===== config.mk =====
export PLATFORM = sky130hd
export DESIGN_NAME = car_game_top
export DESIGN_NICKNAME = d
export VERILOG_FILES = /design/src/car_game_pkg.sv /design/src/game_bus_if.sv /design/src/button_debounce.sv /design/src/game_sequencer.sv /design/src/obstacle_scroller.sv /design/src/car_control.sv /design/src/frame_compose.sv /design/src/max7219_driver.sv /design/src/car_game_top.sv
export SDC_FILE = /design/constraint.sdc
export NUM_CORES = 1
export LEC_CHECK = 0
export ABC_CLOCK_PERIOD_IN_PS = 2680
export BUFFER_PORTS_ARGS = -buffer_cell sky130_fd_sc_hd__buf_4
export CORE_UTILIZATION = 45
export CTS_CLUSTER_DIAMETER = 80
export CTS_CLUSTER_SIZE = 24
export DETAILED_ROUTE_END_ITERATION = 16
export MAX_ROUTING_LAYER = met4
export PLACE_DENSITY = 0.71
export SYNTH_ARGS = -nofsm -noshare
export SYNTH_HDL_FRONTEND = slang
export SYNTH_SLANG_ARGS = --single-unit

===== constraint.sdc =====
create_clock -name clock_50 -period 2.68 [get_ports clock_50]
set_clock_uncertainty 0.15 [all_clocks]
set_input_delay 0.268 -clock clock_50 [delete_from_list [all_inputs] [get_ports clock_50]]
set_output_delay 0.268 -clock clock_50 [all_outputs]
set_load 0.05 [all_outputs]

===== src/car_game_pkg.sv =====
package car_game_pkg;

	// ------------------------------------------------------------------
	// Screen types
	// ------------------------------------------------------------------
	// One LED row, bit 7 is the leftmost column
	typedef logic [7:0] row_t;
	// Entry 0 is the top row
	typedef row_t [0:7] frame_t;

	typedef enum logic [1:0] {
		show_init,
		playing,
		show_end
	} game_state_t;

	// MAX7219 command word, sent raw or built as address over data
	typedef union packed {
		logic [15:0] raw;
		struct packed {
			logic [7:0] addr;
			logic [7:0] data;
		} field;
	} max_word_u;

	// ------------------------------------------------------------------
	// Timing, short enough for simulation
	// ------------------------------------------------------------------
	localparam int STEP_CYCLES = 4096;
	localparam int DEBOUNCE_CYCLES = 8;
	localparam int SCLK_HALF = 2;
	localparam int GAME_STEPS = 24;

	localparam int STEP_W = $clog2(STEP_CYCLES);
	localparam int DEBOUNCE_W = $clog2(DEBOUNCE_CYCLES);
	localparam int SCLK_W = $clog2(SCLK_HALF);
	localparam int PROGRESS_W = $clog2(GAME_STEPS + 1);
	localparam int TABLE_W = 4;
	localparam int WORD_BITS = $bits(max_word_u);
	localparam int HALF_W = $clog2(2 * WORD_BITS + 1);

	// Terminal counts
	localparam logic [STEP_W-1:0] STEP_LAST = STEP_W'(STEP_CYCLES - 1);
	localparam logic [DEBOUNCE_W-1:0] DEBOUNCE_LAST = DEBOUNCE_W'(DEBOUNCE_CYCLES - 1);
	localparam logic [SCLK_W-1:0] SCLK_LAST = SCLK_W'(SCLK_HALF - 1);
	localparam logic [PROGRESS_W-1:0] LAST_PROGRESS = PROGRESS_W'(GAME_STEPS - 1);
	// Two half periods per bit on the serial clock
	localparam logic [HALF_W-1:0] HALF_START = HALF_W'(2 * WORD_BITS);

	// ------------------------------------------------------------------
	// MAX7219 registers and word slots
	// ------------------------------------------------------------------
	localparam logic [7:0] REG_DECODE = 8'h09;
	localparam logic [7:0] REG_INTENSITY = 8'h0A;
	localparam logic [7:0] REG_SCAN_LIMIT = 8'h0B;
	localparam logic [7:0] REG_SHUTDOWN = 8'h0C;
	localparam logic [3:0] INTENSITY = 4'd10;
	// Slots 0 to 3 carry setup, 4 to 11 the digits
	localparam logic [3:0] SLOT_DIGIT0 = 4'd4;
	localparam logic [3:0] SLOT_LAST = 4'd11;

	// ------------------------------------------------------------------
	// Game content
	// ------------------------------------------------------------------
	localparam row_t CAR_START = 8'b0001_0000;

	// Blank odd entries keep a gap between obstacles
	localparam row_t OBSTACLE_TABLE [16] = '{
		8'h18, 8'h00, 8'hE0, 8'h00, 8'h07, 8'h00, 8'h3C, 8'h00,
		8'hC3, 8'h00, 8'h0F, 8'h00, 8'hF0, 8'h00, 8'h66, 8'h00
	};

	// Little car, top row first
	localparam frame_t INIT_SCREEN = '{
		8'h18, 8'h3C, 8'h7E, 8'h5A, 8'h7E, 8'h7E, 8'h24, 8'h66
	};
	// Sad face
	localparam frame_t END_SCREEN = '{
		8'h00, 8'h66, 8'h66, 8'h00, 8'h3C, 8'h42, 8'h81, 8'h00
	};

endpackage


===== src/game_bus_if.sv =====
`timescale 1ns/1ps

interface game_bus_if;

	// Main FSM state
	car_game_pkg::game_state_t state;
	// One clock per scroll step
	logic step;
	// Obstacle rows, row 7 sits on the car line
	car_game_pkg::frame_t rows;
	// One-hot car position on the bottom row
	car_game_pkg::row_t car_row;
	// Car overlaps an obstacle, combinational
	logic crash;

	modport sequencer (
		output state,
		output step,
		input crash
	);

	modport scroller (
		input state,
		input step,
		output rows
	);

	modport car (
		input state,
		input rows,
		output car_row,
		output crash
	);

	modport view (
		input state,
		input rows,
		input car_row
	);

endinterface


===== src/button_debounce.sv =====
`timescale 1ns/1ps

module button_debounce (
	input logic clock_50,
	input logic arst_n,
	input logic btn_n,
	output logic pressed
);

	// Two-flop synchronizer, idle high
	logic [1:0] sync;
	// Accepted button level, still active low
	logic level;
	// Clocks the new level has been stable
	logic [car_game_pkg::DEBOUNCE_W-1:0] count;

	always_ff @(posedge clock_50 or negedge arst_n) begin
		if (!arst_n) begin
			sync <= 2'b11;
			level <= 1'b1;
			count <= '0;
		end else begin
			sync <= {sync[0], btn_n};
			if (sync[1] == level) begin
				// Bounce back, start over
				count <= '0;
			end else if (count == car_game_pkg::DEBOUNCE_LAST) begin
				level <= sync[1];
				count <= '0;
			end else begin
				count <= count + 1'b1;
			end
		end
	end

	// Active high toward the game
	assign pressed = ~level;

endmodule


===== src/game_sequencer.sv =====
`timescale 1ns/1ps

module game_sequencer (
	input logic clock_50,
	input logic arst_n,
	input logic start,
	game_bus_if.sequencer bus
);

	logic start_q;
	logic start_rise;
	// Clocks since last scroll step
	logic [car_game_pkg::STEP_W-1:0] timer;
	// Steps taken in this game
	logic [car_game_pkg::PROGRESS_W-1:0] progress;
	logic last_step;

	// Only a fresh press counts, a held button does nothing
	assign start_rise = start & ~start_q;
	// Step that finishes the table run
	assign last_step = bus.step && (progress == car_game_pkg::LAST_PROGRESS);

	// ------------------------------------------------------------------
	// Main FSM
	// ------------------------------------------------------------------
	always_ff @(posedge clock_50 or negedge arst_n) begin
		if (!arst_n) begin
			bus.state <= car_game_pkg::show_init;
			start_q <= 1'b0;
		end else begin
			start_q <= start;
			case (bus.state)
				car_game_pkg::show_init: begin
					if (start_rise) begin
						bus.state <= car_game_pkg::playing;
					end
				end
				car_game_pkg::playing: begin
					// Crash or survived every step
					if (bus.crash || last_step) begin
						bus.state <= car_game_pkg::show_end;
					end
				end
				car_game_pkg::show_end: begin
					if (start_rise) begin
						bus.state <= car_game_pkg::show_init;
					end
				end
				default: begin
					bus.state <= car_game_pkg::show_init;
				end
			endcase
		end
	end

	// ------------------------------------------------------------------
	// Step timer and progress
	// ------------------------------------------------------------------
	always_ff @(posedge clock_50 or negedge arst_n) begin
		if (!arst_n) begin
			timer <= '0;
			progress <= '0;
			bus.step <= 1'b0;
		end else if (bus.state != car_game_pkg::playing) begin
			// Fresh count for the next game
			timer <= '0;
			progress <= '0;
			bus.step <= 1'b0;
		end else begin
			bus.step <= (timer == car_game_pkg::STEP_LAST);
			if (timer == car_game_pkg::STEP_LAST) begin
				timer <= '0;
			end else begin
				timer <= timer + 1'b1;
			end
			if (bus.step) begin
				progress <= progress + 1'b1;
			end
		end
	end

endmodule


===== src/obstacle_scroller.sv =====
`timescale 1ns/1ps

module obstacle_scroller (
	input logic clock_50,
	input logic arst_n,
	game_bus_if.scroller bus
);

	// Next table entry to feed in
	logic [car_game_pkg::TABLE_W-1:0] index;
	car_game_pkg::row_t next_row;

	assign next_row = car_game_pkg::OBSTACLE_TABLE[index];

	// ------------------------------------------------------------------
	// Row shift register
	// ------------------------------------------------------------------
	always_ff @(posedge clock_50 or negedge arst_n) begin
		if (!arst_n) begin
			index <= '0;
			bus.rows <= '0;
		end else if (bus.state != car_game_pkg::playing) begin
			// Empty road when play begins
			index <= '0;
			bus.rows <= '0;
		end else if (bus.step) begin
			// New row on top, everything else moves down
			// Row 7 drops off the bottom
			bus.rows <= {next_row, bus.rows[0:6]};
			// Index wraps, table repeats
			index <= index + 1'b1;
		end
	end

endmodule


===== src/car_control.sv =====
`timescale 1ns/1ps

module car_control (
	input logic clock_50,
	input logic arst_n,
	input logic left,
	input logic right,
	game_bus_if.car bus
);

	logic left_q;
	logic right_q;
	logic left_rise;
	logic right_rise;

	// One column per press
	assign left_rise = left & ~left_q;
	assign right_rise = right & ~right_q;

	// ------------------------------------------------------------------
	// Car position
	// ------------------------------------------------------------------
	always_ff @(posedge clock_50 or negedge arst_n) begin
		if (!arst_n) begin
			left_q <= 1'b0;
			right_q <= 1'b0;
			bus.car_row <= car_game_pkg::CAR_START;
		end else begin
			left_q <= left;
			right_q <= right;
			if (bus.state != car_game_pkg::playing) begin
				// Park at start column between games
				bus.car_row <= car_game_pkg::CAR_START;
			end else if (left_rise && !bus.car_row[7]) begin
				// Bit 7 is the left edge
				bus.car_row <= bus.car_row << 1;
			end else if (right_rise && !bus.car_row[0]) begin
				bus.car_row <= bus.car_row >> 1;
			end
		end
	end

	// Hit when the car shares a lit column with the bottom row
	assign bus.crash = |(bus.car_row & bus.rows[7]);

endmodule


===== src/frame_compose.sv =====
`timescale 1ns/1ps

module frame_compose (
	game_bus_if.view bus,
	input logic [2:0] digit,
	output car_game_pkg::row_t column
);

	car_game_pkg::frame_t play_frame;
	// Frame currently on the matrix
	car_game_pkg::frame_t shown;

	// Road with the car merged into the bottom row
	always_comb begin
		play_frame = bus.rows;
		play_frame[7] = bus.rows[7] | bus.car_row;
	end

	// Screen select by game state
	always_comb begin
		case (bus.state)
			car_game_pkg::playing: shown = play_frame;
			car_game_pkg::show_end: shown = car_game_pkg::END_SCREEN;
			default: shown = car_game_pkg::INIT_SCREEN;
		endcase
	end

	// ------------------------------------------------------------------
	// Transpose, one screen column per MAX7219 digit
	// ------------------------------------------------------------------
	// Top row lands in data bit 7
	always_comb begin
		for (int r = 0; r < 8; r++) begin
			column[7 - r] = shown[r][3'd7 - digit];
		end
	end

endmodule


===== src/max7219_driver.sv =====
`timescale 1ns/1ps

module max7219_driver (
	input logic clock_50,
	input logic arst_n,
	input car_game_pkg::row_t column,
	output logic [2:0] digit,
	output logic max7219_din,
	output logic max7219_ncs,
	output logic max7219_clk
);

	// Half period prescaler for the serial clock
	logic [car_game_pkg::SCLK_W-1:0] tick;
	logic tick_end;
	// Word slot, setup first then digits forever
	logic [3:0] slot;
	logic [3:0] digit_slot;
	// Half periods left in the current word
	logic [car_game_pkg::HALF_W-1:0] half;
	logic [15:0] shreg;
	car_game_pkg::max_word_u word;

	assign tick_end = (tick == car_game_pkg::SCLK_LAST);
	assign digit_slot = slot - car_game_pkg::SLOT_DIGIT0;
	assign digit = digit_slot[2:0];

	// ------------------------------------------------------------------
	// Word builder
	// ------------------------------------------------------------------
	always_comb begin
		word.raw = '0;
		case (slot)
			4'd0: begin
				// No BCD decode, raw segments
				word.field.addr = car_game_pkg::REG_DECODE;
				word.field.data = 8'h00;
			end
			4'd1: begin
				// All eight digits scanned
				word.field.addr = car_game_pkg::REG_SCAN_LIMIT;
				word.field.data = 8'h07;
			end
			4'd2: begin
				word.field.addr = car_game_pkg::REG_INTENSITY;
				word.field.data = {4'h0, car_game_pkg::INTENSITY};
			end
			4'd3: begin
				// Leave shutdown mode
				word.field.addr = car_game_pkg::REG_SHUTDOWN;
				word.field.data = 8'h01;
			end
			default: begin
				// Digit registers start at address 1
				word.field.addr = {5'd0, digit} + 8'd1;
				word.field.data = column;
			end
		endcase
	end

	// ------------------------------------------------------------------
	// Serial shifter
	// ------------------------------------------------------------------
	always_ff @(posedge clock_50 or negedge arst_n) begin
		if (!arst_n) begin
			tick <= '0;
			slot <= '0;
			half <= '0;
			shreg <= '0;
			max7219_ncs <= 1'b1;
			max7219_clk <= 1'b0;
		end else begin
			if (tick_end) begin
				tick <= '0;
			end else begin
				tick <= tick + 1'b1;
			end
			if (tick_end) begin
				if (max7219_ncs) begin
					// Gap over, select chip with MSB on din
					shreg <= word.raw;
					half <= car_game_pkg::HALF_START;
					max7219_ncs <= 1'b0;
				end else if (half == '0) begin
					// Rising ncs latches the word
					max7219_ncs <= 1'b1;
					if (slot == car_game_pkg::SLOT_LAST) begin
						slot <= car_game_pkg::SLOT_DIGIT0;
					end else begin
						slot <= slot + 1'b1;
					end
				end else begin
					half <= half - 1'b1;
					max7219_clk <= ~max7219_clk;
					// Next bit on the falling edge
					if (max7219_clk) begin
						shreg <= shreg << 1;
					end
				end
			end
		end
	end

	assign max7219_din = shreg[15];

endmodule


===== src/car_game_top.sv =====
`timescale 1ns/1ps

module car_game_top (
	input logic clock_50,
	input logic arst_n,
	input logic start_btn_n,
	input logic left_btn_n,
	input logic right_btn_n,
	output logic max7219_din,
	output logic max7219_ncs,
	output logic max7219_clk
);

	// Debounced active-high buttons
	logic start;
	logic left;
	logic right;
	// Digit index and column byte between driver and frame logic
	logic [2:0] digit;
	car_game_pkg::row_t column;

	game_bus_if bus ();

	// ------------------------------------------------------------------
	// Buttons
	// ------------------------------------------------------------------
	button_debounce start_debounce_i (
		.clock_50 (clock_50),
		.arst_n   (arst_n),
		.btn_n    (start_btn_n),
		.pressed  (start)
	);

	button_debounce left_debounce_i (
		.clock_50 (clock_50),
		.arst_n   (arst_n),
		.btn_n    (left_btn_n),
		.pressed  (left)
	);

	button_debounce right_debounce_i (
		.clock_50 (clock_50),
		.arst_n   (arst_n),
		.btn_n    (right_btn_n),
		.pressed  (right)
	);

	// ------------------------------------------------------------------
	// Game
	// ------------------------------------------------------------------
	game_sequencer game_sequencer_i (
		.clock_50 (clock_50),
		.arst_n   (arst_n),
		.start    (start),
		.bus      (bus.sequencer)
	);

	obstacle_scroller obstacle_scroller_i (
		.clock_50 (clock_50),
		.arst_n   (arst_n),
		.bus      (bus.scroller)
	);

	car_control car_control_i (
		.clock_50 (clock_50),
		.arst_n   (arst_n),
		.left     (left),
		.right    (right),
		.bus      (bus.car)
	);

	// ------------------------------------------------------------------
	// Display
	// ------------------------------------------------------------------
	frame_compose frame_compose_i (
		.bus    (bus.view),
		.digit  (digit),
		.column (column)
	);

	max7219_driver max7219_driver_i (
		.clock_50    (clock_50),
		.arst_n      (arst_n),
		.column      (column),
		.digit       (digit),
		.max7219_din (max7219_din),
		.max7219_ncs (max7219_ncs),
		.max7219_clk (max7219_clk)
	);

endmodule


==> results.toml <==
[run_status]
status = "complete, no violations"

[sta]
setup-violations-final = 0
period_share_pct = 87.4
worstMarginPinSlew_ps = 733
fin_ws_ps = 339
min_period_ps = 2340
relSlewSlack_pct = 51.2
rsz0062_at_grt = "no"
fmax_mhz = 427
finalSetupTns_ps = 0
slew_violations = 0
hold_viol_final = 0

[placed_design]
dp_slack_ps = 408
io_buffers = 7
hpwl_um = 11000
placed_area_sq_mm = 0.00769
place.gp.congestion = 0.909

[min_path]
hold_class = "reg2reg"
worstHoldPathCells = 0
min_to = "right_debounce_i.sync[1]$_DFF_PN1_"
hold_path_startpoint = "right_debounce_i.sync[0]$_DFF_PN1_"

[logic_synthesis]
synthCells = 731
synth_most_common_cell = "dfrtp_1"
synthTopCellsByCount = "dfrtp_1 (135), nor2_1 (113), mux2i_1 (79)"
ys_types = 70
synth_top_area_cell = "dfrtp_1"
synth-main-ff-cell = "dfrtp_1"
synth-async-reset-ratio_pct = 100
postSynthAreaPerCell_sq_um = 10.2
synth_top_area_share_pct = 45.4
syn_area_sq_mm = 0.00744
ys_warn_count = 0
synth_seq_cells = 146
synthTopCellsByArea = "dfrtp_1 (45%), mux2i_1 (11%), nor2_1 (5.7%)"
synth_edf_count = 0
ys_seq_area_share_pct = 49.3
synth_nets = 757

[worst_setup_path]
critical_path_arrival_ps = 2510
worst_setup_path_start_kind = "flip-flop"
crit_type = "reg2reg"
critPathTopFamily = "compound AO/OA/AOI/OAI gates"
crit_slowest_cell = "ha_1"
cp.required_ps = 2850
worst_setup_path_end_kind = "flip-flop"
startpoint = "game_sequencer_i.bus.state[0]$_DFFE_PN0P_"
rr_startpoint = "game_sequencer_i.bus.state[0]$_DFFE_PN0P_"
reg2reg_depth = 7
path_buf_inv = 1
r2r_slack_ps = 340
crit_path_max_fanout = 14
slowest_delay_ps = 580
rr_endpoint = "max7219_driver_i.shreg[2]$_DFFE_PN0P_"
path_cells = "inv_1, ha_1, nor2b_1, a21oi_1, a311oi_1, o21ai_0, a31o_1"

[grt]
grt_start_max_net_pins = 81
overflow = 0
grtUsageMet1_pct = 28.7
first_global_vias = 5458
use_met3_pct = 4.72
grt_usage_pct = 22.0
grt_pass1_wl_um = 27900
busiest_layer = "met2"
grt_antenna_before_repair = 0
grt.met2_usage_pct = 33.4

[clocking]
post_cts_buffers = 0
clk_path_buf_depth = 2
cts.sinks = 146
cts_tree = "done"
htree_levels = 4
worst_skew_pair.late_latency_ps = 430
cts_made_buffers = 17
cts.root.buffer_cell = "clkbuf_16"
clk_pin_slew_ps = 60

[drt]
routedWlPerCell_um = 17.1
drt-initial-drc-count = 475
post-route-drc-count = 0
ant_nets = 0
vias = 5520
firstDrtPassIters = 5
via_per_inst = 5.76
drt-total-wl_um = 16400

[layout]
diodes = 0
drive_gt1_share_pct = 10.8
nets = 756
area.growth.synth_to_final_pct = 12.5
finalInstanceArea_sq_mm = 0.00838

[flow_run]
drv_cap = 0

[pwr]
cellPowerDensity_mw_per_mm2 = 663
vdd_drop_max_mv = 0.477
p_leak_nw = 3.80

[floorplan]
initial_core_util_pct = 46.5
die_x_um = 131
row_count = 46
core_sq_mm = 0.0160
dieArea_sq_mm = 0.0171
die_h_um = 131
ios = 8
-- cells by family after synthesis --
group / Yosys count / synth area share, %
mux: 85 / 11.5
compound gates: 157 / 14.3
simple gates: 231 / 14.3
buf+inv: 68 / 4.39
flops: 146 / 49.3
fa+ha+maj: 21 / 3.53
xor+xnor: 23 / 2.71
-- worst max path at each step --
stage          slack (ps)                               endpoint  depth (start not counted)
2_1_floorplan         660  max7219_driver_i.shreg[4]$_DFFE_PN0P_                          9
3_3_place_gp          460  max7219_driver_i.shreg[5]$_DFFE_PN0P_                          7
3_5_place_dp          410  max7219_driver_i.shreg[2]$_DFFE_PN0P_                          7
4_1_cts               400  max7219_driver_i.shreg[2]$_DFFE_PN0P_                          7
5_1_grt               200  max7219_driver_i.shreg[2]$_DFFE_PN0P_                          7
6_report              340  max7219_driver_i.shreg[2]$_DFFE_PN0P_                          7
-- sequential cells by signal, summed over array words and instances, names as in the netlist, 2 cells and up --
register,count
right_debounce_i.sync,2
max7219_driver_i.shreg,16
obstacle_scroller_i.index,4
max7219_driver_i.half,6
max7219_driver_i.slot,4
right_debounce_i.count,3
car_control_i.bus.car_row,8
start_debounce_i.sync,2
start_debounce_i.count,3
left_debounce_i.sync,2
game_sequencer_i.bus.state,2
game_sequencer_i.progress,5
game_sequencer_i.timer,12
obstacle_scroller_i.bus.rows,64
left_debounce_i.count,3
-- through the flow --
stage | hold slack (ps) | power [W] | util (%) | instances
floorplan | -178 | 0.00283 | - | 731
global placement | 84.1 | 0.00297 | 48.0 | 923
detailed placement | 91.5 | 0.00300 | 48.0 | 923
CTS | 205 | 0.00560 | 52.3 | 959
global route | 212 | 0.00577 | 52.3 | 959
finish | 205 | 0.00555 | 52.3 | 959
-- cell type report --
class | instances | area, sq um
timing repair buffer | 25 | 251
clock inverter | 8 | 146
sequential | 146 | 3670
fill | 1472 | 7620
tap | 216 | 270
inverter | 23 | 86.3
multi-input combinational | 517 | 3450
clock buffer | 24 | 502
-- timing repair --
item / CTS / global route
hold buffers: 4 / 0
endpoints found under the hold margin: 51 / 0
resized for setup: 0 / 0
-- metal layers --
metal  wire length [um]  vias to the layer above
met4                340                        0
met5                  0                        -
met1               7560                     2757
met2               7860                      135
met3                684                       35
li1                   -                     2593
-- power by group --
group | total, W | switching [W] | internal, W
registers | 0.00254 | 0.000155 | 0.00239
logic | 0.000429 | 0.000227 | 0.000202
clock network | 0.00258 | 0.000898 | 0.00168
total | 0.00555 | 0.00128 | 0.00427
-- placed cells by master (no fill, tap or decap), types with 5 or more instances in the layout --
cell       count
nand3_1       16
xor2_1        12
nand2_1       43
o22ai_1        8
nor2b_1        7
dfstp_2       11
a22oi_1        9
clkbuf_16     17
o21ai_0       36
inv_1         21
ha_1          21
and2_1         5
mux2_2         5
nor2_1       113
o2bb2ai_1      6
or3_1          6
xnor2_1       11
nand4_1        6
clkbuf_8       5
a211oi_1      13
a31oi_1        9
a21oi_1       29
mux2i_1       79
nor3_1         9
buf_4         16
dfrtp_1      134
Note: power is estimated with default switching activity, not from simulation.
